===== src/cpu_pkg.sv =====
package cpu_pkg;

	localparam int DATA_W  = 16;
	localparam int REG_AW  = 4;
	localparam int IMEM_AW = 8;
	localparam int DMEM_AW = 8;

	// opcode sits in the top nibble of every instruction
	localparam logic [3:0] OP_ADD    = 4'b0000;
	localparam logic [3:0] OP_SUB    = 4'b0001;
	localparam logic [3:0] OP_RED    = 4'b0010;
	localparam logic [3:0] OP_XOR    = 4'b0011;
	localparam logic [3:0] OP_SLL    = 4'b0100;
	localparam logic [3:0] OP_SRA    = 4'b0101;
	localparam logic [3:0] OP_ROR    = 4'b0110;
	localparam logic [3:0] OP_PADDSB = 4'b0111;
	localparam logic [3:0] OP_LW     = 4'b1000;
	localparam logic [3:0] OP_SW     = 4'b1001;
	localparam logic [3:0] OP_LHB    = 4'b1010;
	localparam logic [3:0] OP_LLB    = 4'b1011;
	localparam logic [3:0] OP_B      = 4'b1100;
	localparam logic [3:0] OP_BR     = 4'b1101;
	localparam logic [3:0] OP_PCS    = 4'b1110;
	localparam logic [3:0] OP_HLT    = 4'b1111;

	localparam logic [2:0] CC_NE = 3'b000;
	localparam logic [2:0] CC_EQ = 3'b001;
	localparam logic [2:0] CC_GT = 3'b010;
	localparam logic [2:0] CC_LT = 3'b011;
	localparam logic [2:0] CC_GE = 3'b100;
	localparam logic [2:0] CC_LE = 3'b101;
	localparam logic [2:0] CC_OV = 3'b110;
	localparam logic [2:0] CC_UN = 3'b111;

	localparam logic [1:0] FWD_NONE = 2'b00;
	localparam logic [1:0] FWD_WB   = 2'b01;
	localparam logic [1:0] FWD_MEM  = 2'b10;

	localparam int FLAG_Z = 0;
	localparam int FLAG_V = 1;
	localparam int FLAG_N = 2;

	// RED r0,r0,r0 has no effect at all, so it fills IF/ID when it is empty
	localparam logic [DATA_W-1:0] NOP_INSTR = 16'h2000;
	// a real ADD to r0 always carries ccode 000, so this marks an ID/EX bubble
	localparam logic [2:0] BUBBLE_CC = CC_UN;

	function automatic logic writes_reg(input logic [3:0] op);
		return !(op == OP_SW || op == OP_B || op == OP_BR || op == OP_HLT);
	endfunction

	// LLB and LHB read the old value of rd through the rs port
	function automatic logic [REG_AW-1:0] src_rs(input logic [DATA_W-1:0] instr);
		if (instr[15:12] == OP_LLB || instr[15:12] == OP_LHB) begin
			return instr[11:8];
		end
		return instr[7:4];
	endfunction

	function automatic logic [REG_AW-1:0] src_rt(input logic [DATA_W-1:0] instr);
		if (instr[15:12] == OP_LW || instr[15:12] == OP_SW) begin
			return instr[11:8];
		end
		return instr[3:0];
	endfunction

endpackage


===== src/memory_stage.sv =====
`timescale 1ns/1ns

module memory_stage (
	input  logic                       clk_i,
	input  logic                       arst_n_i,
	input  logic [3:0]                 op_i,
	input  logic [cpu_pkg::REG_AW-1:0] rd_i,
	input  logic [cpu_pkg::DATA_W-1:0] result_i,
	input  logic [cpu_pkg::DATA_W-1:0] store_data_i,
	input  logic [cpu_pkg::DATA_W-1:0] addr_i,
	output logic [cpu_pkg::DATA_W-1:0] mem_fwd_o,
	output logic                       wb_en_o,
	output logic [cpu_pkg::REG_AW-1:0] wb_reg_o,
	output logic [cpu_pkg::DATA_W-1:0] wb_data_o,
	output logic [3:0]                 wb_op_o,
	output logic                       hlt_o
);

	logic [cpu_pkg::DATA_W-1:0]  dmem [2**cpu_pkg::DMEM_AW];
	logic [cpu_pkg::DMEM_AW-1:0] word_addr;

	assign word_addr = addr_i[cpu_pkg::DMEM_AW:1];
	assign mem_fwd_o = result_i;

	always_ff @(posedge clk_i) begin
		if (op_i == cpu_pkg::OP_SW) begin
			dmem[word_addr] <= store_data_i;
		end
	end

	always_ff @(posedge clk_i or negedge arst_n_i) begin
		if (!arst_n_i) begin
			wb_op_o  <= cpu_pkg::OP_ADD;
			wb_reg_o <= '0;
			hlt_o    <= 1'b0;
		end else begin
			wb_op_o  <= op_i;
			wb_reg_o <= rd_i;
			// stays set until the next reset
			hlt_o    <= hlt_o || op_i == cpu_pkg::OP_HLT;
		end
	end

	always_ff @(posedge clk_i) begin
		wb_data_o <= (op_i == cpu_pkg::OP_LW) ? dmem[word_addr] : result_i;
	end

	// writes to r0 and bubbles never show on the write-back bus
	assign wb_en_o = cpu_pkg::writes_reg(wb_op_o) && wb_reg_o != '0;

	assert property (@(posedge clk_i) disable iff (!arst_n_i) hlt_o |-> !wb_en_o)
		else $error("register write after halt retired");

endmodule


===== config.mk =====
export PLATFORM = sky130hd
export DESIGN_NAME = memory_stage
export DESIGN_NICKNAME = d
export VERILOG_FILES = /design/src/cpu_pkg.sv /design/src/memory_stage.sv
export SDC_FILE = /design/constraint.sdc
export NUM_CORES = 2
export LEC_CHECK = 0
export BUFFER_PORTS_ARGS = -buffer_cell sky130_fd_sc_hd__buf_4
export CAP_MARGIN = 5
export CORE_ASPECT_RATIO = 1.25
export CORE_MARGIN = 5
export CORE_UTILIZATION = 25
export CTS_BUF_LIST = sky130_fd_sc_hd__clkbuf_8 sky130_fd_sc_hd__clkbuf_16
export CTS_CLUSTER_SIZE = 40
export DETAILED_ROUTE_END_ITERATION = 10
export PLACE_DENSITY = 0.48
export RECOVER_POWER = 50
export REMOVE_ABC_BUFFERS = 1
export SLEW_MARGIN = 20
export SYNTH_ARGS = -nofsm -noshare
export SYNTH_HDL_FRONTEND = slang
export SYNTH_SLANG_ARGS = --single-unit

===== constraint.sdc =====
create_clock -name clk_i -period 2.55 [get_ports clk_i]
set_input_delay 0.255 -clock clk_i [delete_from_list [all_inputs] [get_ports clk_i]]
set_output_delay 0.255 -clock clk_i [all_outputs]
set_load 0.05 [all_outputs]

---- Yosys cells after proc, flatten, opt, wreduce, memory -nomap -nowiden ----
Memories as Yosys holds them, arrays and structs flattened.
Cells that the tools add are included.
word-level totals
  flip-flop bits (word level) ............. 25
  memory bits (writable) .................. 4,096
  input port bits ......................... 58
  output and inout port bits .............. 42
  logic and storage cells ................. 22
  memories ................................ 1
operators by class
  equality and inequality tests ........... 7
  mux-type cells .......................... 3
  reduce and logical (&&, ||, !) cells .... 7
memory list
  memory  words  width  read ports  clocked after Yosys merged registers in  write ports  RTL line            text
  dmem    256    16     1           0                                        1            memory_stage.sv:19  logic [cpu_pkg::DATA_W-1:0] dmem [2**cpu_pkg::DMEM_AW];
operators with widths
  operator                                    count
  equality test 4 bit, second input constant  7
  2-to-1 mux 16 bit                           1
  logical OR 1 bit                            4
  nonzero test 4 bit                          1
  2-to-1 mux 1 bit                            2
  logical AND 1 bit                           1
  zero test 1 bit                             1

---- Depth between registers and ports, before layout ----
  depth after elaboration ................. 6
  depth in mapped cells ................... 13
  mapped depth without buffers ............ 7

---- Worst setup path after synthesis ----
OpenSTA, ideal clock, no wires.
  path kind ............................... input to register
  from .................................... input port addr_i[1] in the netlist's numbering
  to ...................................... memory dmem[113][0] in the netlist's numbering, enable pin
  data arrival time ....................... 2,783 ps
  required time ........................... 2,162 ps
  path slack .............................. -622 ps
  stages on the path ...................... 11
  path buffers ............................ 8
  path through ............................ buf_6 buf_6 buf_6 buf_4 buf_6 buf_4 buf_4 and3_1 nand2_1 clkbuf_1 nor2_1
RTL lines
  what             RTL line            text
  start, declared  memory_stage.sv:10  input logic [cpu_pkg::DATA_W-1:0] addr_i,
  end, declared    memory_stage.sv:19
No word-level cell before the write port.

---- Worst setup path in the final report ----
  from .................................... memory dmem[4][0] in the netlist's numbering
  to ...................................... register wb_data_o[0] in the netlist's numbering
between the ends
  longest elaborated chain between the ends .. 2
ends and longest elaborated chain
  what                   RTL line            text
  memory (256 x 16 bit)  -
  2-to-1 mux 16 bit      memory_stage.sv:45  wb_data_o <= (op_i == cpu_pkg::OP_LW) ? dmem[word_addr] : result_i;
  end signal, assigned   memory_stage.sv:45
  end, declared          memory_stage.sv:14  output logic [cpu_pkg::DATA_W-1:0] wb_data_o,
No other way between the ends.

==> run metrics <==
power share of the clock group=41.8%; Final Hold Fails=0; GPL Wtd Cong=just under 0.9; Ports=100; core area=around 630000 sq um; Final WS setup=-384 ps; Worst Path Class, Setup=register to register; max-cap violation count=17; Die ar.=roughly 650000 sq um; Final HPWL DP=354000 microns; Post-synth EDFFs=~4000; Fin Hold WS=about 99 ps; clk_lat worst skew=1040 ps; grt ovf=0; adder-cell share of the synthesized area=less than 1%; Clock Tree Buf Depth=4; pre-CTS WS=-1490 ps; first-pass GRT wire length=approximately 720000 microns; flops & latches, synth=4121; Synth Cell Area=around 160000 sq um; HP Class=input pin to register; vias per cell=between 4 and 5; drt total wl=~530000 microns; CTS tree=built; setup TNS=-144860 ps; sequential area share after synthesis=77.7%; antenna violations before repair=38; vias in the first global route=around 85000; RSZ-0062 raised after global routing=true; Slew @ Worst Pin=3040 ps; Highest Clock Rate=approximately 340 MHz; Rows=around 330; combinational group share of total power=under 10%; Initial Utilization=25.1%; GRT Overall Usage=~16%; main combinational cell family by area after synthesis=multiplexers; H-tree Lvls=5; Critical Path AT=~3800 ps; 1st-iter DRT viols=8450; # Post-CTS Setup Buffers=0; Final Max Tran Viols=a little over 900; Synth Area in Simple Gates=around 2.2%; switch share=22.4%; Fill cells=approximately 61000; post-synthesis mux area share=around 16%; Most used DFF post-synth=edfxtp_1; vias=a little over 80000; Worst Skew=118 ps; switching pwr=around 32 mW; CTS buffer count=roughly 400; share of flip-flops with an asynchronous set or reset=0.218%; CP Launch Type=register; Antenna Nets Post-Route=0; Gate Count Post-Synth=roughly 7000; Clock transition at path regs=~60 ps; yosys warns=0; internal power=~110 mW; Final #Nets=8682; # DRC=0; Synth Area in XOR/XNOR=0%; failing checks=capacitance limit, slew limit, setup timing; PwrDens=728 nW/um^2; relative slew slack=-103%; CP Capture Type=register; pin count of the biggest net entering global routing=about 130; clock sinks=4121; crit-path max FO=1; DR WL/cell=around 31 microns; Crit path required time=about 3500 ps; Synth cell types=73; status=finished with violations; Flop pwr share=between 50 and 60%; Root Buffer Master=clkbuf_16; Port Buf Inserts=between 90 and 100; VDD IR max=roughly 0.62 mV; Final Cycle Share=115%; Die Wd=723 microns; P&R area growth vs syn=23.9%; Static Leakage=62.5 nW; Mean Syn Cell Area=22.1 sq um; setup violators final=roughly 1200; layout cells sized above 1=between 30 and 40%; compound-cell area share of the yosys netlist=~2.2%; Final min period=~2900 ps; Die Ht=902 microns; TritonRoute pass-1 iters=6
layout make-up:
| cell class | instances | area (sq um) | share of cell area [%] |
|---|---|---|---|
| multi-input cells | 2645 | 33900 | 17.2 |
| flip-flops and latches | 4121 | 124000 | 62.7 |
| repair buffers | 1439 | 15700 | 7.98 |
| well taps | 8389 | 10500 | 5.33 |
| inverters | 8 | 51.3 | 0.0260 |
| clock buffers | 417 | 10400 | 5.26 |
| clock inverters | 338 | 2830 | 1.44 |
| diodes | 21 | 52.6 | 0.0267 |
metrics by stage:
| step | utilization (%) | cell area, sq um | total power, mW | std cells |
|---|---|---|---|---|
| global placement | 28.9 | 184000 | 84.8 | 16600 |
| detailed placement | 28.9 | 184000 | 84.9 | 16600 |
| floorplan | - | 156000 | 78.7 | 6774 |
| global route | 31.1 | 197000 | 148 | 17400 |
| finish | 31.1 | 197000 | 143 | 17400 |
| CTS | 31.1 | 197000 | 145 | 17400 |
final timing paths:
| kind | start | end | slack, ps | cells past startpoint |
|---|---|---|---|---|
| max | dmem[4][0] | wb_data_o[0] | -380 | 7 |
| min | addr_i[5] | wb_data_o[5] | 100 | 6 |
| max reg2reg | dmem[4][0] | wb_data_o[0] | -380 | 7 |
| min reg2reg | hlt_o | hlt_o | 490 | 1 |
| max in group asynchronous | arst_n_i | hlt_o | 1960 | 3 |
| min in group asynchronous | arst_n_i | wb_op_o[2] | 290 | 3 |
synth_stat cells, types with 10 or more instances:
cell,number,area (sq um)
mux4_2,995,22400
nor2b_1,16,100
buf_4,93,698
mux2_2,15,169
o21ai_0,57,285
nand2_1,257,965
o211ai_1,17,128
a21oi_1,66,330
a221oi_1,27,236
nor2_1,348,1310
mux2_1,12,135
dfxtp_1,16,320
nand4_1,23,144
buf_2,127,636
o21ai_1,23,115
edfxtp_1,4096,123000
nand3_1,67,335
buf_6,43,484
a32oi_1,44,385
clkbuf_1,141,529
o22ai_1,51,319
buf_1,28,105
a2111oi_0,12,105
a22o_1,14,123
and2_1,10,62.6
mux2i_1,309,3090
a22oi_1,94,706
a31oi_1,20,125
a32o_1,17,170
nor4_1,13,81.3
nor3_1,27,135
registers in the layout (all words and copies together), names as in the netlist:
register and flops:
hlt_o 1, wb_reg_o 4, dmem 4096, wb_op_o 4, wb_data_o 16
power groups by stage:
| stage | Sequential (mW) | Clock [mW] | Combinational (mW) |
|---|---|---|---|
| after floorplan | 76.1 | 0 | 2.62 |
| after global placement | 76.0 | 0 | 8.80 |
| after detailed placement | 76.0 | 0 | 8.91 |
| after CTS | 74.6 | 61.3 | 9.02 |
| after global routing | 74.6 | 64.1 | 9.14 |
| final | 74.6 | 59.9 | 8.79 |
routing by layer:
| layer | part of all wire (%) | wire (microns) | GRT usage (%) | vias to the layer above |
|---|---|---|---|---|
| met5 | 0.018 | 94 | 0 | - |
| met4 | 5.3 | 28100 | 6.65 | 14 |
| met3 | 5.8 | 30700 | 2.14 | 820 |
| met2 | 51 | 270000 | 28.1 | 2946 |
| met1 | 38 | 201000 | 19.4 | 44900 |
| li1 | - | - | - | 33400 |
critical path, cell delays in order, from the launching register on:
cell	delay (ps)
edfxtp_1	390
mux4_2	460
mux4_2	550
a32oi_1	220
nand3_1	130
nor4b_4	710
buf_4	270
o22ai_2	70
cells by family after synthesis:
| family | count (synthesis) |
|---|---|
| simple gates | 809 |
| fa+ha+maj | 1 |
| compound gates | 504 |
| buf+inv | 441 |
| mux | 1331 |
| flops | 4121 |
timing repair:
| action | 4_1_cts | 5_1_grt |
|---|---|---|
| hold buffers | 52 | 0 |
| pin swaps | 9 | 10 |
| endpoints found under the setup margin | 14 | 14 |
| resized for setup | 42 | 44 |
| hold endpoints to repair | 2634 | 0 |
layout by cell type, fill, tap and decap left out, types with 15 or more instances in the layout:
cell | synthesis | layout
a21oi_1 | 66 | 64
diode_2 | 0 | 21
nor2_2 | 0 | 204
buf_4 | 93 | 884
clkbuf_16 | 0 | 411
inv_1 | 5 | 81
clkinv_1 | 1 | 96
mux2i_1 | 309 | 306
nor3_1 | 27 | 20
bufinv_16 | 0 | 38
dlygate4sd3_1 | 0 | 52
o22ai_1 | 51 | 46
a31oi_1 | 20 | 18
a32o_1 | 17 | 17
a32oi_1 | 44 | 43
o211ai_1 | 17 | 17
nand3_1 | 67 | 64
o21ai_1 | 23 | 25
mux4_2 | 995 | 995
clkbuf_2 | 0 | 28
a221oi_1 | 27 | 27
nor2_1 | 348 | 142
edfxtp_1 | 4096 | 4096
clkinv_2 | 0 | 82
nand2_1 | 257 | 236
clkinvlp_4 | 0 | 16
nand4_1 | 23 | 23
clkbuf_4 | 0 | 27
buf_12 | 0 | 390
clkbuf_1 | 141 | 36
buf_6 | 43 | 15
o21ai_0 | 57 | 52
nand2_2 | 0 | 20
a22oi_1 | 94 | 93
(Power assumes the default switching activity.)
