### src/cpu_pkg.sv
package cpu_pkg;

	localparam int DATA_W  = 16;
	localparam int REG_AW  = 4;
	localparam int IMEM_AW = 8;
	localparam int DMEM_AW = 8;

	// opcode sits in the top nibble of every instruction
	localparam logic [3:0] OP_ADD    = 4'b0000;
	localparam logic [3:0] OP_SUB    = 4'b0001;
	localparam logic [3:0] OP_RED    = 4'b0010;
	localparam logic [3:0] OP_XOR    = 4'b0011;
	localparam logic [3:0] OP_SLL    = 4'b0100;
	localparam logic [3:0] OP_SRA    = 4'b0101;
	localparam logic [3:0] OP_ROR    = 4'b0110;
	localparam logic [3:0] OP_PADDSB = 4'b0111;
	localparam logic [3:0] OP_LW     = 4'b1000;
	localparam logic [3:0] OP_SW     = 4'b1001;
	localparam logic [3:0] OP_LHB    = 4'b1010;
	localparam logic [3:0] OP_LLB    = 4'b1011;
	localparam logic [3:0] OP_B      = 4'b1100;
	localparam logic [3:0] OP_BR     = 4'b1101;
	localparam logic [3:0] OP_PCS    = 4'b1110;
	localparam logic [3:0] OP_HLT    = 4'b1111;

	localparam logic [2:0] CC_NE = 3'b000;
	localparam logic [2:0] CC_EQ = 3'b001;
	localparam logic [2:0] CC_GT = 3'b010;
	localparam logic [2:0] CC_LT = 3'b011;
	localparam logic [2:0] CC_GE = 3'b100;
	localparam logic [2:0] CC_LE = 3'b101;
	localparam logic [2:0] CC_OV = 3'b110;
	localparam logic [2:0] CC_UN = 3'b111;

	localparam logic [1:0] FWD_NONE = 2'b00;
	localparam logic [1:0] FWD_WB   = 2'b01;
	localparam logic [1:0] FWD_MEM  = 2'b10;

	localparam int FLAG_Z = 0;
	localparam int FLAG_V = 1;
	localparam int FLAG_N = 2;

	// RED r0,r0,r0 has no effect at all, so it fills IF/ID when it is empty
	localparam logic [DATA_W-1:0] NOP_INSTR = 16'h2000;
	// a real ADD to r0 always carries ccode 000, so this marks an ID/EX bubble
	localparam logic [2:0] BUBBLE_CC = CC_UN;

	function automatic logic writes_reg(input logic [3:0] op);
		return !(op == OP_SW || op == OP_B || op == OP_BR || op == OP_HLT);
	endfunction

	// LLB and LHB read the old value of rd through the rs port
	function automatic logic [REG_AW-1:0] src_rs(input logic [DATA_W-1:0] instr);
		if (instr[15:12] == OP_LLB || instr[15:12] == OP_LHB) begin
			return instr[11:8];
		end
		return instr[7:4];
	endfunction

	function automatic logic [REG_AW-1:0] src_rt(input logic [DATA_W-1:0] instr);
		if (instr[15:12] == OP_LW || instr[15:12] == OP_SW) begin
			return instr[11:8];
		end
		return instr[3:0];
	endfunction

endpackage

### src/fetch_stage.sv
`timescale 1ns/1ns

module fetch_stage (
	input  logic                         clk_i,
	input  logic                         arst_n_i,
	input  logic                         stall_i,
	input  logic                         br_taken_i,
	input  logic [cpu_pkg::DATA_W-1:0]   br_target_i,
	input  logic                         imem_we_i,
	input  logic [cpu_pkg::IMEM_AW-1:0]  imem_addr_i,
	input  logic [cpu_pkg::DATA_W-1:0]   imem_wdata_i,
	output logic [cpu_pkg::DATA_W-1:0]   instr_o,
	output logic [cpu_pkg::DATA_W-1:0]   pc_plus2_o,
	output logic [cpu_pkg::DATA_W-1:0]   pc_o
);

	logic [cpu_pkg::DATA_W-1:0] imem [2**cpu_pkg::IMEM_AW];
	logic [cpu_pkg::DATA_W-1:0] pc_q;
	logic [cpu_pkg::DATA_W-1:0] pc_next;
	logic [cpu_pkg::DATA_W-1:0] pc_plus2;
	logic [cpu_pkg::DATA_W-1:0] fetched;

	always_ff @(posedge clk_i) begin
		if (imem_we_i) begin
			imem[imem_addr_i] <= imem_wdata_i;
		end
	end

	assign fetched  = imem[pc_q[cpu_pkg::IMEM_AW:1]];
	assign pc_plus2 = pc_q + 16'd2;

	// a halt freezes the PC as soon as it is read, unless an older branch redirects
	always_comb begin
		if (br_taken_i) begin
			pc_next = br_target_i;
		end else if (stall_i || fetched[15:12] == cpu_pkg::OP_HLT) begin
			pc_next = pc_q;
		end else begin
			pc_next = pc_plus2;
		end
	end

	always_ff @(posedge clk_i or negedge arst_n_i) begin
		if (!arst_n_i) begin
			pc_q       <= '0;
			instr_o    <= cpu_pkg::NOP_INSTR;
			pc_plus2_o <= '0;
		end else begin
			pc_q <= pc_next;
			if (br_taken_i) begin
				instr_o <= cpu_pkg::NOP_INSTR;
			end else if (!stall_i) begin
				instr_o    <= fetched;
				pc_plus2_o <= pc_plus2;
			end
		end
	end

	assign pc_o = pc_q;

	// branch targets from execute must keep the PC on a word boundary
	assert property (@(posedge clk_i) disable iff (!arst_n_i) pc_q[0] == 1'b0)
		else $error("PC became odd: %h", pc_q);

endmodule

### config.mk
export PLATFORM = sky130hd
export DESIGN_NAME = fetch_stage
export DESIGN_NICKNAME = d
export VERILOG_FILES = /design/src/cpu_pkg.sv /design/src/fetch_stage.sv
export SDC_FILE = /design/constraint.sdc
export NUM_CORES = 2
export LEC_CHECK = 0
export BUFFER_PORTS_ARGS = -buffer_cell sky130_fd_sc_hd__buf_2
export CAP_MARGIN = 10
export CORE_UTILIZATION = 25
export DETAILED_ROUTE_END_ITERATION = 10
export SLEW_MARGIN = 20
export SYNTH_ARGS = -nofsm -noshare
export SYNTH_HDL_FRONTEND = slang
export SYNTH_SLANG_ARGS = --single-unit
### constraint.sdc
create_clock -name clk_i -period 4.3 [get_ports clk_i]
set_input_delay 0.215 -clock clk_i [delete_from_list [all_inputs] [get_ports clk_i]]
set_output_delay 0.215 -clock clk_i [all_outputs]
set_load 0.05 [all_outputs]
Word-level counts from Yosys, hierarchy flattened. Memories as Yosys holds them, arrays and structs flattened. Cells that the tools add are included.

Bits in registers: 48. RAM bits: 4096. Input port bits: 45. Output and inout bits: 48. Word-level logic and storage cells: 18. Memories: 1.

$add $sub $neg: 1. Eq/ne operators: 3. Multiplexer cells: 6. Bitwise operators: 2. Reduce and logical (&&, ||, !) cells: 2.

Memory list: imem (words 256, bits a word 16, rd ports 1, clocked after Yosys merged registers in 0, write ports 1, line fetch_stage.sv:17) `logic [cpu_pkg::DATA_W-1:0] imem [2**cpu_pkg::IMEM_AW];`.

Operators by type and width (number): 2-to-1 mux 16 bit (4); adder 16 x 2 -> 16 bit, second input constant (1); == test 4 bit, second input constant (1); 2-to-1 mux 1 bit (2); inequality test 2 x 1 -> 1 bit, second input constant (1); inequality test 2 bit, second input constant (1); inverter 1 bit (2); AND reduction 2 bit (1); logical OR 1 bit (1).

Logic depth before layout (Yosys ltp). An unclocked memory read counts as a cell.

Depth after elaboration: 5. Depth in mapped cells: 15.

Worst setup path after synthesis. No wires, ideal clock.

Path type: register -> register. Start: register pc_q, in the netlist pc_o[2]. End: register instr_o[4] (netlist bit). Arrival time: 3.775 ns. Data required time: 4.179 ns. Path slack: 0.404 ns. Stages on the path, launching flop included: 13. Clock period less this slack: 3.896 ns. Path through: dfrtp_1 > buf_4 > buf_2 > buf_4 > buf_2 > clkbuf_1 > clkbuf_1 > mux4_2 > mux4_2 > nand2_1 > a31oi_1 > mux4_2 > a22o_1.

Word-level cells in the longest chain between the ends: 3.

RTL lines: from (decl) (line fetch_stage.sv:18) `logic [cpu_pkg::DATA_W-1:0] pc_q;`; from (signal assigned) (line fetch_stage.sv:49) `pc_q <= pc_next;`; memory read (256 x 16 bit); 2-to-1 mux 16 bit (line fetch_stage.sv:52) `end else if (!stall_i) begin`; 2-to-1 mux 16 bit (line fetch_stage.sv:50) `if (br_taken_i) begin`; to (signal assigned) (line fetch_stage.sv:46) `instr_o <= cpu_pkg::NOP_INSTR;`; to (signal assigned) (line fetch_stage.sv:51) `instr_o <= cpu_pkg::NOP_INSTR;`; to (signal assigned) (line fetch_stage.sv:53) `instr_o <= fetched;`; to (decl) (line fetch_stage.sv:12) `output logic [cpu_pkg::DATA_W-1:0] instr_o,`.

Every way passes these cells. The select of a mux whose other input is x is not followed. A chain may end at the register's enable or synchronous reset.

Worst setup path after layout.
Start: register pc_q, in the netlist pc_o[1]. End: register pc_q, in the netlist pc_o[10].

Word-level cells in the longest chain between the ends: 4.

RTL lines: memory read (256 x 16 bit); == test 4 bit (line fetch_stage.sv:36) `end else if (stall_i || fetched[15:12] == cpu_pkg::OP_HLT) begin`; logical OR 1 bit (line fetch_stage.sv:36); inequality test 2 bit (no line).

Several ways; a longest one is shown, not always the timed one. The select of a mux whose other input is x is not followed.

==> impl_metrics.toml <==
[run_status]
outcome = "finished, violations left"
violations = "hold timing"

[critical_path]
criticalPathCategory = "reg -> reg"
worstPathArrival_ps = 5100
cp-start-kind = "flop"
critPathMostFrequentCell = "buf_4"
critPathMaxStageDelay_ps = 570
worstPathCellList = "buf_12 > buf_16 > buf_4 > mux4_2 > mux4_2 > a31oi_2 > buf_4 > o2111ai_4 > buf_4 > a41oi_2 > buf_6 > a21oi_1 > o31a_1"
critPathRequiredTime_ps = 5140
path_max_fanout = 19
slowest_stage = "mux4_2"
endpoint_kind = "flop"

[power_and_ir_drop]
seqPwrFrac = 0.482
p_int_w = 0.07013
pwr-share-comb = 0.138
peakVddDrop_mv = 0.3403
p_sw_frac = 0.2437
p_per_area_nw_per_um2 = 489.8
clock_power_share = 0.379
power_leakage_nw = 58.17
p_sw_w = 0.02260

[logic_synthesis]
synth_top_area_share = 0.7711
synth_nets = 6828
yosysTopAreaCell = "edfxtp_1"
synth_edf_count = 4096
ys_seq_area_frac = 0.7787
synth-async-reset-ratio = 0.01158
avgSynthCellArea_um2 = 23.52
synth-main-ff-cell = "edfxtp_1"
synth_cells = 6782
synth.distinct_cells = 60
ys_ff_latch = 4144
synth_area_leaders = "edfxtp_1 77%, mux4_2 17%, dfrtp_1 0.74%, nor2_1 0.72%, mux2i_1 0.65%"
synth_area_um2 = 159500
ys_warn_count = 0

[placement]
placed_cells = 15530
port_buffers = 92
dp.final_hpwl_um = 272100
post-place-ws_ps = -990.8
gp_congestion = 0.8434

[sta]
fin_crit_ps = 4258
fmax_ghz = 0.2349
hold_viol_final = 4
relSlewSlack = 0.1141
tightestPinTransition_ps = 1329
slew_violations = 0
fin_skew_ps = 76.44
setup_viol = 0
period_share = 0.9902
worst_slack_ps = 42.10
fin_tns_setup_ps = 0
hold_ws_ps = -21.90

[detailed_routing]
vias_per_cell = 4.735
initialDrtViolationCount = 10220
ant_nets = 0
drc = 0
wirelength_um = 448100
vias = 77590
drtPass1Iterations = 5
wl_per_cell_um = 27.35

[clocking]
cts_sinks = 4144
path_clk_slew_ps = 60
insertion_delay_ps = 1000
root_buffer = "clkbuf_16"
cts_tree = "yes"
htreeDepth = 5
cts_max_path_buffers = 4
numCtsBuffers = 404

[grt]
grtUsageMet2 = 0.2233
use_met1 = 0.1776
overflow = 0
grt_pass1_vias = 79160
grt_antenna_before_repair = 31
grt_max_degree = 200
grt_first_pass_wirelength_um = 626000
use_met3 = 0.02553
grtUsageTotal = 0.1351
busiest_layer = "met2"

[die]
fp-row-count = 293
pin_count = 93
fp.dieH_um = 800.8
die_w_um = 800.8
coreArea_um2 = 636100
fp.dieArea_um2 = 641200
initial_core_util = 0.2508

[layout]
area_delta_synth_final_pct = 18.71
drive_above_1_share = 0.3488
finalNonFillerCells = 16390
layout.nets = 7668
final_util = 0.2977

[run]
maxCapViolations = 0

[hold_path]
worst_hold_path_type = "in -> reg"
-- cells in the mapped netlist, drive strengths merged, types with 3 or more instances --
| library cell | number |
|---|---|
| mux2i | 104 |
| nor2b | 20 |
| buf | 225 |
| a21oi | 45 |
| a22o | 12 |
| mux2 | 23 |
| nand4 | 13 |
| a221oi | 8 |
| inv | 12 |
| nor3b | 3 |
| xnor2 | 12 |
| a31oi | 33 |
| nand2 | 150 |
| and2 | 9 |
| nor4 | 7 |
| o211ai | 6 |
| edfxtp | 4096 |
| o21ai | 14 |
| o221ai | 24 |
| nor2 | 304 |
| nor3 | 9 |
| o31a | 14 |
| nand3 | 39 |
| and3 | 39 |
| or2 | 4 |
| clkbuf | 166 |
| dfrtp | 47 |
| o2111ai | 4 |
| a22oi | 30 |
| o22ai | 31 |
| a2111oi | 5 |
| o31ai | 5 |
| mux4 | 1213 |
| a211oi | 9 |
| nand2b | 20 |
-- kinds of logic (layout without fill, tap and decap cells) --
group | count (synthesis) | count (layout) | share of synthesized area
DFF | 4144 | 4144 | 0.7787
muxes | 1340 | 1340 | 0.1794
and+or+nand+nor | 622 | 622 | 0.01696
buffers and inverters | 403 | 1574 | 0.01264
AOI/OAI and AO/OA | 258 | 258 | 0.01146
xor gates and xnor gates | 14 | 14 | 0.0007688
adders and majority gates | 1 | 1 | 0.00007843
other | 0 | 28 | 0
-- metal layers --
layer	up-vias	routed length, µm	part of all wire
li1	30750	-	-
met1	42290	174500	0.39
met2	3825	216600	0.48
met3	734	38380	0.086
met4	4	18660	0.042
met5	-	21	0.000047
-- state kept, by name (all words and copies together), names as in the netlist --
register and flops:
imem 4096, instr_o 16, pc_o 16, pc_plus2_o 16
-- path summary, 6_finish.rpt --
check	from	endpoint	slack, ps	cells past startpoint
max in group asynchronous	arst_n_i	instr_o[0]	3590	4
worst min-delay path	imem_wdata_i[9]	imem[222][9]	-20	1
min in group asynchronous	arst_n_i	instr_o[13]	330	3
worst max register to register	pc_o[1]	pc_o[10]	40	13
worst max-delay path	pc_o[1]	pc_o[10]	40	13
worst min register to register	instr_o[9]	instr_o[9]	520	1
-- placed cells by master, fill, tap and decap left out, types with 45 or more instances in the layout --
master / instances
clkbuf_16: 412
nor2_1: 169
a21oi_1: 45
buf_4: 590
nand2_1: 150
buf_2: 75
dlygate4sd3_1: 47
clkinv_1: 84
mux2i_1: 101
edfxtp_1: 4096
mux4_2: 1213
nor2_2: 134
clkinv_2: 84
buf_12: 64
clkbuf_1: 76
-- layout make-up --
type	instances	area (µm²)
Multi-Input combinational cell	2235	33830
Fill cell	60550	446700
Inverter	12	62.56
Antenna cell	28	70.07
Clock buffer	492	10630
Clock inverter	245	2431
Timing Repair Buffer	825	7590
Sequential cell	4144	124200
Tap cell	8407	10520
-- power groups by stage --
stage,clock network (W),logic (W),registers [W]
2_1_floorplan,0,0.00708,0.0457
3_3_place_gp,0,0.0123,0.0456
3_5_place_dp,0,0.0125,0.0456
4_1_cts,0.0357,0.0128,0.0447
5_1_grt,0.0371,0.0133,0.0447
6_report,0.0352,0.0128,0.0447
-- critical path: cells and delay by family, from the launching register on --
kind                   cells  cell delay [ps]
buffers and inverters      6             1260
AO/OA/AOI/OAI              5             1220
multiplexers               2             1100
flip-flops                 1              460
-- per-stage QoR --
step                      power (W)  hold slack, ps  cell area [µm²]
final                       0.09274          -21.90           189400
after CTS                   0.09323           2.597           188800
after detailed placement    0.05808           351.0           174800
after floorplan             0.05279          -80.59           159500
after global placement      0.05793           332.6           174800
after global routing        0.09517           13.38           189300
-- what timing repair did --
| action | in CTS | in global routing |
|---|---|---|
| pin swaps | 4 | 5 |
| endpoints found under the hold margin | 834 | 87 |
| setup buffers | 14 | 18 |
| gates resized for setup | 35 | 22 |
| cloned | 6 | 2 |
| setup endpoints to repair | 17 | 15 |
| hold buffers | 46 | 2 |
No activity file was read; power rests on OpenSTA's default activity.
