<file path="config.mk">
export PLATFORM = sky130hd
export DESIGN_NAME = hazard_unit
export DESIGN_NICKNAME = d
export VERILOG_FILES = /design/src/cpu_pkg.sv /design/src/hazard_unit.sv
export SDC_FILE = /design/constraint.sdc
export NUM_CORES = 1
export LEC_CHECK = 0
export ABC_AREA = 0
export BUFFER_PORTS_ARGS = -buffer_cell sky130_fd_sc_hd__buf_2
export CAP_MARGIN = 20
export CORE_AREA = 3 3 45 47
export DETAILED_ROUTE_END_ITERATION = 16
export DIE_AREA = 0 0 48 50
export GPL_TIMING_DRIVEN = 1
export PLACE_DENSITY_LB_ADDON = 0.12
export SETUP_SLACK_MARGIN = 0.2
export SLEW_MARGIN = 20
export SYNTH_ARGS = -nofsm -noshare
export SYNTH_HDL_FRONTEND = slang
export SYNTH_SLANG_ARGS = --single-unit
export TNS_END_PERCENT = 20
</file>
<file path="constraint.sdc">
create_clock -name vclk -period 1
set_clock_uncertainty 0.2 [all_clocks]
set_input_delay 0 -clock vclk [all_inputs]
set_output_delay 0 -clock vclk [all_outputs]
set_load 0.05 [all_outputs]
</file>
<file path="src/cpu_pkg.sv">
package cpu_pkg;

	localparam int DATA_W  = 16;
	localparam int REG_AW  = 4;
	localparam int IMEM_AW = 8;
	localparam int DMEM_AW = 8;

	// opcode sits in the top nibble of every instruction
	localparam logic [3:0] OP_ADD    = 4'b0000;
	localparam logic [3:0] OP_SUB    = 4'b0001;
	localparam logic [3:0] OP_RED    = 4'b0010;
	localparam logic [3:0] OP_XOR    = 4'b0011;
	localparam logic [3:0] OP_SLL    = 4'b0100;
	localparam logic [3:0] OP_SRA    = 4'b0101;
	localparam logic [3:0] OP_ROR    = 4'b0110;
	localparam logic [3:0] OP_PADDSB = 4'b0111;
	localparam logic [3:0] OP_LW     = 4'b1000;
	localparam logic [3:0] OP_SW     = 4'b1001;
	localparam logic [3:0] OP_LHB    = 4'b1010;
	localparam logic [3:0] OP_LLB    = 4'b1011;
	localparam logic [3:0] OP_B      = 4'b1100;
	localparam logic [3:0] OP_BR     = 4'b1101;
	localparam logic [3:0] OP_PCS    = 4'b1110;
	localparam logic [3:0] OP_HLT    = 4'b1111;

	localparam logic [2:0] CC_NE = 3'b000;
	localparam logic [2:0] CC_EQ = 3'b001;
	localparam logic [2:0] CC_GT = 3'b010;
	localparam logic [2:0] CC_LT = 3'b011;
	localparam logic [2:0] CC_GE = 3'b100;
	localparam logic [2:0] CC_LE = 3'b101;
	localparam logic [2:0] CC_OV = 3'b110;
	localparam logic [2:0] CC_UN = 3'b111;

	localparam logic [1:0] FWD_NONE = 2'b00;
	localparam logic [1:0] FWD_WB   = 2'b01;
	localparam logic [1:0] FWD_MEM  = 2'b10;

	localparam int FLAG_Z = 0;
	localparam int FLAG_V = 1;
	localparam int FLAG_N = 2;

	// RED r0,r0,r0 has no effect at all, so it fills IF/ID when it is empty
	localparam logic [DATA_W-1:0] NOP_INSTR = 16'h2000;
	// a real ADD to r0 always carries ccode 000, so this marks an ID/EX bubble
	localparam logic [2:0] BUBBLE_CC = CC_UN;

	function automatic logic writes_reg(input logic [3:0] op);
		return !(op == OP_SW || op == OP_B || op == OP_BR || op == OP_HLT);
	endfunction

	// LLB and LHB read the old value of rd through the rs port
	function automatic logic [REG_AW-1:0] src_rs(input logic [DATA_W-1:0] instr);
		if (instr[15:12] == OP_LLB || instr[15:12] == OP_LHB) begin
			return instr[11:8];
		end
		return instr[7:4];
	endfunction

	function automatic logic [REG_AW-1:0] src_rt(input logic [DATA_W-1:0] instr);
		if (instr[15:12] == OP_LW || instr[15:12] == OP_SW) begin
			return instr[11:8];
		end
		return instr[3:0];
	endfunction

endpackage

</file>
<file path="src/hazard_unit.sv">
`timescale 1ns/1ns

module hazard_unit (
	input  logic [3:0]                 id_op_i,
	input  logic [cpu_pkg::REG_AW-1:0] id_rd_i,
	input  logic [cpu_pkg::REG_AW-1:0] if_rs_i,
	input  logic [cpu_pkg::REG_AW-1:0] if_rt_i,
	input  logic [cpu_pkg::REG_AW-1:0] ex_rs_i,
	input  logic [cpu_pkg::REG_AW-1:0] ex_rt_i,
	input  logic [3:0]                 mem_op_i,
	input  logic [cpu_pkg::REG_AW-1:0] mem_rd_i,
	input  logic [3:0]                 wb_op_i,
	input  logic [cpu_pkg::REG_AW-1:0] wb_rd_i,
	output logic                       stall_o,
	output logic [1:0]                 fwd_a_o,
	output logic [1:0]                 fwd_b_o
);

	// the younger result in EX/MEM wins over MEM/WB
	function automatic logic [1:0] fwd_sel(input logic [cpu_pkg::REG_AW-1:0] src);
		if (src != '0 && cpu_pkg::writes_reg(mem_op_i) && mem_rd_i == src) begin
			return cpu_pkg::FWD_MEM;
		end
		if (src != '0 && cpu_pkg::writes_reg(wb_op_i) && wb_rd_i == src) begin
			return cpu_pkg::FWD_WB;
		end
		return cpu_pkg::FWD_NONE;
	endfunction

	always_comb begin
		fwd_a_o = fwd_sel(ex_rs_i);
		fwd_b_o = fwd_sel(ex_rt_i);
	end

	// load data is only ready in MEM/WB, so a direct consumer waits one cycle
	assign stall_o = id_op_i == cpu_pkg::OP_LW && id_rd_i != '0 &&
		(id_rd_i == if_rs_i || id_rd_i == if_rt_i);

	// EX/MEM of a load still holds its address, so the stall must keep consumers away
	always_comb begin
		assert final (!((fwd_a_o == cpu_pkg::FWD_MEM || fwd_b_o == cpu_pkg::FWD_MEM) &&
			mem_op_i == cpu_pkg::OP_LW))
			else $error("operand forwarded from a load still in EX/MEM");
	end

endmodule

</file>
# Yosys cells after proc, flatten, opt, wreduce, memory -nomap -nowiden

Index checks and enable logic that the tools add are counted.

Register bits: 0
Bits in latches: 0
RAM bits: 0
Bits in read-only memories: 0
Input bits: 40
Output and inout bits: 5
Word-level logic and storage cells: 51
Memories kept: 0

Add/sub/neg operators: 0
Multiply operators: 0
Div/mod/pow operators: 0
Order comparisons: 0
Eq/ne operators: 15
Shift operators: 0
Muxes and demuxes: 14
Bitwise gates (word level): 0
Reduce and logical (&&, ||, !) cells: 22

Operator list:

| kind                                 | count |
|---|---|
| == test 4 bit, second input constant | 9 |
| == test 4 bit                        | 6 |
| two-way mux 2 bit                    | 8 |
| nonzero test 4 bit                   | 3 |
| logical AND 1 bit                    | 10 |
| logical OR 1 bit                     | 7 |
| two-way mux 1 bit                    | 6 |
| logical NOT 1 bit                    | 2 |

# Logic depth before layout (Yosys ltp)

Gate-level depths: netlist (run 1).

Word-level depth: 11
Mapped depth: 4
Gate-level depth less buffers: 4

# Worst setup path after synthesis (run 1)

Ideal clock, no wire load.

Kind: input port to output port
Start: input mem_rd_i[2] (netlist name)
End: output fwd_b_o[0]
Data arrival time: 2.603 ns
Data required time: 0.800 ns
Path slack: -1.803 ns
Stages: 4
Path buffers: 0
Path through: xnor2_1 > nand3_1 > nor4_1 > nor4_1

Word-level cells in the longest chain between the ends: 4

Ends and longest elaborated chain:

| element           | RTL line          | text |
|---|---|---|
| from (decl)       | hazard_unit.sv:11 | `input logic [cpu_pkg::REG_AW-1:0] mem_rd_i,` |
| == test 4 bit     | hazard_unit.sv:21 | `if (src != '0 && cpu_pkg::writes_reg(mem_op_i) && mem_rd_i == src) begin` |
| logical AND 1 bit | hazard_unit.sv:21 |  |
| two-way mux 1 bit | hazard_unit.sv:21 |  |
| two-way mux 2 bit | hazard_unit.sv:24 | `if (src != '0 && cpu_pkg::writes_reg(wb_op_i) && wb_rd_i == src) begin` |
| to (decl)         | hazard_unit.sv:16 | `output logic [1:0] fwd_b_o` |

No other way between the ends.

# Worst setup path in the final report (run 1)

Start: input ex_rs_i[0] (netlist name)
End: output fwd_a_o[0]

Word-level cells in the longest chain between the ends: 7
Elaborated cells on any way between the ends: 13
Those cells by class: 2 x eq/ne; 6 x mux; 5 x reduce/logical

Ends and longest elaborated chain:

| element                         | RTL line                             | text |
|---|---|---|
| from (decl)                     | hazard_unit.sv:8                     | `input logic [cpu_pkg::REG_AW-1:0] ex_rs_i,` |
| nonzero test 4 bit              | hazard_unit.sv:21, hazard_unit.sv:24 |  |
| logical AND 1 bit (2 in series) | hazard_unit.sv:24                    |  |
| two-way mux 1 bit (2 in series) | hazard_unit.sv:24                    |  |
| two-way mux 2 bit               | hazard_unit.sv:27                    | `return cpu_pkg::FWD_NONE;` |
| two-way mux 2 bit (*)           | hazard_unit.sv:24                    |  |
| to (decl)                       | hazard_unit.sv:15                    | `output logic [1:0] fwd_a_o,` |

Mark *: on every way between the ends. The rest lies on a longest branch, timed or not. The select of a mux whose other input is x is not followed.

==> impl_metrics.ini, run 1 <==
[outcome]
outcome = finished, violations left
violations = setup timing

[power]
switchingPower_uw = 176
p_leak_nw = 0.343
combPwrFrac = 1.000
powerDensity_nw_per_um2 = 455
netSwitchingFraction = 0.471
p_int_uw = 198
totalPowerFinal_uw = 373
pwr-share-clk = 0
ir_drop_mv = 0.182
seq_power_share = 0

[final_layout]
stdcell_area_sq_um = 821
nClkBuffers = 0
final_cell_mix = buf_2, xnor2_1, buf_4
stdcell_count = 116
nFillCells = 182
seqCellArea_sq_um = 0
syn2layout_area_growth_pct = 113
multi_input_area_sq_um = 483
seq_cell_count = 0
final_nets = 141
insertedDiodeCount = 0
fin_util = 0.486
layout_commonest_cell = buf_2
layout-drive-gt1-share = 0.657

[timing]
worst_pin_slew_ps = 344
slew_headroom = 0.769
final.period_utilization = 1.28
fin_worst_hold_slack_ps = 165
final-hold-violation-count = 0
timing.final.ws_setup_ps = -280
fin_crit_ps = 1280
finalSetupViolations = 4
max_freq_mhz = 781
setup_tns_ps = -893
rsz0062_at_grt = true
maxSlewViolCount = 0

[route]
drtIter0Drc = 1
postRouteAntennaNets = 0
avgViaCountPerCell = 4.61
wl_mm = 1.27
wl_per_cell_um = 10.9
dr.pass1.iters = 2
drcViolationCount = 0
vias = 535

[critical_path]
required_ps = 800
crit_family = simple AND/OR/NAND/NOR gates
path_cells = buf_6 -> or2_4 -> o311ai_4 -> nor4_4 -> nor4_4 -> buf_6
critPathMaxFanout = 2
cp.arrival_ps = 1080
crit_path_end_kind = primary output
start_kind = primary input
path_class = in -> out
critPathSlowestCell = o311ai_4
critical_path.max_stage_delay_ps = 300
path_buf_inv = 2

[place]
pre_cts_ws_ps = -453
detailed_place_hpwl_mm = 1.18
gp_congestion = 0.726
place_area_sq_um = 724
placed_cells = 116
port_buffers = 45

[floorplan]
core_area_sq_um = 1690
die_width_um = 48
die_area_sq_um = 2400
die_h_um = 50
start_util = 0.228
pin_count = 45
rows = 15

[flow_run]
drv_cap = 0

[grt]
grt.overflow.total = 0
track_usage = 0.103
grt_pass1_wl_mm = 1.90
grt_max_degree = 5
grt_pass1_vias = 477
grt_antenna_before_repair = 0

[hold_path]
min_path_type = in -> out

[yosys]
yosysSeqAreaShare = 0
ys.warnings.count = 0
synth_fp_nets = 88
syn_area_sq_um = 385
syn_inst = 48
avgSynthCellArea_sq_um = 8.03
synth_cell_type_count = 19

[cts]
post_cts_buffers = 0
cts_hold_buf = 0
[worst paths after layout]
| kind | startpoint | endpoint | slack [ps] | depth (start not counted) |
|---|---|---|---|---|
| setup / recovery | ex_rs_i[0] | fwd_a_o[0] | -280 | 6 |
| hold / removal | id_op_i[2] | stall_o | 170 | 5 |
[per-layer routing]
layer,track usage,part of all wire
met1,0.148,0.42
met2,0.176,0.51
met3,0,0.073
met4,0,0
met5,0,0
[timing repair]
action / in CTS / in global routing
gates resized for setup: 16 / 5
setup endpoints to repair: 5 / 5
pin swaps: 7 / 0
[synth_stat cells]
| master | instances | area share |
|---|---|---|
| a21oi_1 | 1 | 0.013 |
| and2_1 | 1 | 0.016 |
| inv_1 | 1 | 0.0097 |
| maj3_2 | 1 | 0.029 |
| nand2_1 | 2 | 0.019 |
| nand3_1 | 1 | 0.013 |
| nand3b_1 | 1 | 0.019 |
| nand4_1 | 3 | 0.049 |
| nor2b_1 | 1 | 0.016 |
| nor4_1 | 4 | 0.065 |
| nor4_2 | 2 | 0.065 |
| nor4b_1 | 1 | 0.023 |
| o21ai_1 | 1 | 0.013 |
| o311ai_0 | 1 | 0.023 |
| o311ai_2 | 1 | 0.042 |
| o41ai_1 | 1 | 0.023 |
| or2_1 | 1 | 0.016 |
| xnor2_1 | 21 | 0.48 |
| xor2_1 | 3 | 0.068 |
[cell families after synthesis]
logic type / Yosys count / share of synthesized area
xor gates and xnor gates: 24 / 0.545
and+or+nand+nor: 17 / 0.302
AOI/OAI and AO/OA: 5 / 0.114
adders and majority gates: 1 / 0.0292
buffers and inverters: 1 / 0.00973
[layout make-up]
class | instances | share of cell area
Inverter | 1 | 0.00457
Timing Repair Buffer | 51 | 0.381
Tap cell | 17 | 0.0259
Multi-Input combinational cell | 47 | 0.588
[power groups by stage]
stage | registers (mW) | logic [mW] | clock network, mW
floorplan | 0 | 0.179 | 0
global placement | 0 | 0.327 | 0
detailed placement | 0 | 0.331 | 0
CTS | 0 | 0.362 | 0
global route | 0 | 0.405 | 0
finish | 0 | 0.373 | 0
Note: power is estimated with default switching activity, not from simulation.
==> run 2, diff against run 1 <==
--- a/config.mk
+++ b/config.mk
@@ -13,6 +13,7 @@
 export DIE_AREA = 0 0 48 50
 export GPL_TIMING_DRIVEN = 1
 export PLACE_DENSITY_LB_ADDON = 0.12
+export REMOVE_ABC_BUFFERS = 1
 export SETUP_SLACK_MARGIN = 0.2
 export SLEW_MARGIN = 20
 export SYNTH_ARGS = -nofsm -noshare
==> run 2 against run 1 <==
Against the previous run: the flow still finishes with violations (setup timing); non-clock buffer count unchanged; die area unchanged; total power down 8.6%; wire length up 4.4%; maximum frequency down 5.2%; sequential cell count unchanged.
==> impl_metrics.ini, run 2 (synthesis results as in run 1) <==
[cts]
cts_hold_buf = 0

[power]
powerDensity_nw_per_um2 = 451
switchingPower_uw = 161
netSwitchingFraction = 0.474
ir_drop_mv = 0.191
p_int_uw = 180
seq_power_share = 0
totalPowerFinal_uw = 341
pwr-share-clk = 0
combPwrFrac = 1.000
p_leak_nw = 0.325

[final_layout]
seqCellArea_sq_um = 0
nClkBuffers = 0
stdcell_count = 116
final_nets = 141
layout-drive-gt1-share = 0.626
multi_input_area_sq_um = 435
layout_commonest_cell = buf_2
syn2layout_area_growth_pct = 96.1
seq_cell_count = 0
nFillCells = 192
insertedDiodeCount = 0
final_cell_mix = buf_2, xnor2_1, buf_4

[hold_path]
worstHoldPathCells = 5
min_from = id_op_i[2]
min_path_type = in -> out
holdPathEnd = stall_o

[flow_run]
drv_cap = 0

[route]
postRouteAntennaNets = 0
wl_mm = 1.32
avgViaCountPerCell = 4.64
drcViolationCount = 0
dr.pass1.iters = 1
wl_per_cell_um = 11.4
drtIter0Drc = 0
vias = 538

[grt]
grt_pass1_wl_mm = 1.77
grt_antenna_before_repair = 0
grt_pass1_vias = 475
grt_max_degree = 5
track_usage = 0.0937
grt.overflow.total = 0

[critical_path]
path_class = in -> out
required_ps = 800
start_kind = primary input
crit_family = simple AND/OR/NAND/NOR gates
path_buf_inv = 2
cp.arrival_ps = 1150
critPathMaxFanout = 2
critPathSlowestCell = o311ai_4
path_cells = buf_6 -> or2_4 -> o311ai_4 -> nor4_4 -> nor4_2 -> buf_4
critical_path.max_stage_delay_ps = 260
crit_path_end_kind = primary output

[timing]
final-hold-violation-count = 0
worst_pin_slew_ps = 394
fin_crit_ps = 1350
maxSlewViolCount = 0
slew_headroom = 0.734
rsz0062_at_grt = true
timing.final.ws_setup_ps = -350
max_freq_mhz = 741
finalSetupViolations = 4
final.period_utilization = 1.35

[floorplan]
start_util = 0.228
die_h_um = 50
core_area_sq_um = 1690
die_width_um = 48
die_area_sq_um = 2400
rows = 15
pin_count = 45

[place]
gp_congestion = 0.807
detailed_place_hpwl_mm = 1.12
placed_cells = 116
port_buffers = 45

[outcome]
outcome = finished, violations left
violations = setup timing
## run 2: routing by layer
| metal | track usage | part of all wire |
|---|---|---|
| met3 | 0 | 0.060 |
| met5 | 0 | 0 |
| met4 | 0 | 0 |
| met2 | 0.178 | 0.56 |
| met1 | 0.118 | 0.38 |
## run 2: worst max path at each step
stage	slack [ps]	end	depth (start not counted)	start
6_report	-350	fwd_a_o[0]	6	ex_rs_i[3]
5_1_grt	-400	fwd_a_o[0]	6	ex_rs_i[3]
4_1_cts	-370	fwd_a_o[1]	5	mem_rd_i[1]
3_5_place_dp	-430	fwd_a_o[0]	6	ex_rs_i[0]
3_3_place_gp	-400	fwd_a_o[0]	6	ex_rs_i[0]
2_1_floorplan	-1800	fwd_b_o[0]	4	mem_rd_i[2]
## run 2: what timing repair did
item / CTS / global route
endpoints found under the setup margin: 5 / 5
gates resized for setup: 9 / 8
pin swaps: 5 / 2
buffers inserted: 0 / 0
hold endpoints to repair: 0 / 0
## run 2: power by group through the flow
stage | combinational, mW | sequential [mW] | clock [mW]
floorplan | 0.150 | 0 | 0
global placement | 0.302 | 0 | 0
detailed placement | 0.300 | 0 | 0
CTS | 0.322 | 0 | 0
global route | 0.369 | 0 | 0
finish | 0.341 | 0 | 0
## run 2: worst min-delay path, stage by stage
cell	delay, ps
buf_6	70
nor4b_2	30
o41ai_1	50
a21oi_1	40
buf_4	180
## run 2: final cells by class
type	count	share of cell area
Multi-Input combinational cell	47	0.576
Timing Repair Buffer	51	0.391
Inverter	1	0.00497
Tap cell	17	0.0281
## run 2: through the flow
stage / hold WS, ps / cell area, sq um / utilization / setup WS [ps] / TNS (ps)
6_report: 165 / 756 / 0.447 / -350 / -1100
5_1_grt: 197 / 756 / 0.447 / -400 / -1330
4_1_cts: 167 / 718 / 0.425 / -366 / -1360
3_5_place_dp: 204 / 677 / 0.401 / -427 / -1420
3_3_place_gp: 210 / 677 / 0.401 / -395 / -1470
2_1_floorplan: 16.7 / 385 / - / -1800 / -4500
==> run 3, diff against run 2 <==
--- a/config.mk
+++ b/config.mk
@@ -7,7 +7,7 @@
 export LEC_CHECK = 0
 export ABC_AREA = 0
 export BUFFER_PORTS_ARGS = -buffer_cell sky130_fd_sc_hd__buf_2
-export CAP_MARGIN = 20
+export CAP_MARGIN = 25
 export CORE_AREA = 3 3 45 47
 export DETAILED_ROUTE_END_ITERATION = 16
 export DIE_AREA = 0 0 48 50
==> constraint.sdc (replaced) <==
create_clock -name vclk -period 1.7
set_clock_uncertainty 0.2 [all_clocks]
set_input_delay 0 -clock vclk [all_inputs]
set_output_delay 0 -clock vclk [all_outputs]
set_load 0.05 [all_outputs]
==> run 3 against run 2 <==
Against the previous run: the flow now finishes without violations; utilization shrank 7.2 points; global-route usage is 0.48 points lower; hold slack improved by 38 ps; cell area shrank 16%; wire length is 9.3% lower; sequential share of layout area unchanged; total power down 51%; first-iteration DRC count increased by 7; non-clock buffer count is 6 lower; die area stayed put; critical path depth is the same; via count is 6.5% lower.
==> impl_metrics.ini, run 3 (synthesis results as in run 1) <==
[outcome]
outcome = completed

[critical_path]
crit_top_cell = nor4_2
cp_num_cells = 6
start_kind = primary input
path_buf_inv = 2
critical_path.max_stage_delay_ps = 270
path_cells = buf_2 -> or2_1 -> o311ai_2 -> nor4_2 -> nor4_2 -> clkbuf_4
crit_family = simple AND/OR/NAND/NOR gates
path_class = in -> out
required_ps = 1500
crit_path_end_kind = primary output
critPathMaxFanout = 3
critPathSlowestCell = clkbuf_4
cp.arrival_ps = 1210

[final_layout]
nFillCells = 206
seq_cell_count = 0
insertedDiodeCount = 0
final_nets = 135
final_cell_mix = buf_2, xnor2_1, nor4_1
syn2layout_area_growth_pct = 64.6
seqCellArea_sq_um = 0
layout-drive-gt1-share = 0.527
stdcell_area_sq_um = 634
layout_commonest_cell = buf_2
nClkBuffers = 0
multi_input_area_sq_um = 382

[timing]
worst_pin_slew_ps = 407
timing.final.ws_setup_ps = 293
maxSlewViolCount = 0
rsz0062_at_grt = false
max_freq_mhz = 711
fin_crit_ps = 1410
final-hold-violation-count = 0
fin_worst_hold_slack_ps = 203
final.period_utilization = 0.828
slew_headroom = 0.725
finalSetupViolations = 0

[power]
p_leak_nw = 0.275
powerDensity_nw_per_um2 = 262
ir_drop_mv = 0.0882

[floorplan]
die_area_sq_um = 2400
start_util = 0.228
rows = 15
die_width_um = 48
core_area_sq_um = 1690
pin_count = 45
die_h_um = 50

[grt]
met2_usage = 0.159
met3_usage = 0
top_usage_layer = met2
grt_max_degree = 5
track_usage = 0.0889
use_met1 = 0.123
grt_pass1_wl_mm = 1.69
grt.overflow.total = 0
grt_pass1_vias = 452
grt_antenna_before_repair = 0

[route]
postRouteAntennaNets = 0
avgViaCountPerCell = 4.57
drcViolationCount = 0
wl_per_cell_um = 10.9
wl_mm = 1.20
drtIter0Drc = 7
dr.pass1.iters = 4
vias = 503

[place]
port_buffers = 45
pre_cts_ws_ps = 258
gp_congestion = 0.735
detailed_place_hpwl_mm = 1.13
place_area_sq_um = 632

[cts]
cts_hold_buf = 0

[hold_path]
min_path_type = in -> out
worstHoldPathCells = 5

[flow_run]
drv_cap = 0
-- run 3: cell types whose count changed in the layout (fill, tap and decap cells not counted), moves of 2 or more --
cell / previous run / this run
buf_2: 38 / 44
buf_4: 11 / 0
buf_6: 2 / 0
nor4_1: 2 / 4
-- run 3: routing by layer --
layer	up-vias	share of wire
met3	0	0.072
met4	0	0
li1	268	-
met1	215	0.41
met5	-	0
met2	20	0.52
-- run 3: layout make-up --
cell class,instances,area share
Timing Repair Buffer,45,0.359
Multi-Input combinational cell,47,0.602
Tap cell,17,0.0335
Inverter,1,0.00592
-- run 3: worst paths after layout --
kind                   start    endpoint
setup / recovery  ex_rs_i[0]  fwd_a_o[0]
hold / removal    id_op_i[1]     stall_o
-- run 3: worst min-delay path, cell delays in order --
cell,delay (ps)
buf_2,70
nor4b_1,40
o41ai_1,50
a21oi_1,40
buf_2,200
-- run 3: repair_timing --
item | in CTS | in global routing
endpoints found under the setup margin | 0 | 1
gates resized for setup | 0 | 1
endpoints found under the hold margin | 0 | 0
setup buffers | 0 | 0
-- run 3: per-stage QoR --
step | setup TNS (ps) | instances | utilization | total power, mW
after floorplan | -1590 | 48 | - | 0.0882
after global placement | 0 | 110 | 0.374 | 0.167
after detailed placement | 0 | 110 | 0.374 | 0.166
after CTS | 0 | 110 | 0.374 | 0.167
after global routing | 0 | 110 | 0.376 | 0.181
final | 0 | 110 | 0.376 | 0.166
-- run 3: report_power, final --
group	total, mW	switching [mW]	leakage [nW]	internal (mW)
clock	0	0	0	0
sequential	0	0	0	0
combinational	0.166	0.0812	0.275	0.0851
total	0.166	0.0812	0.275	0.0851
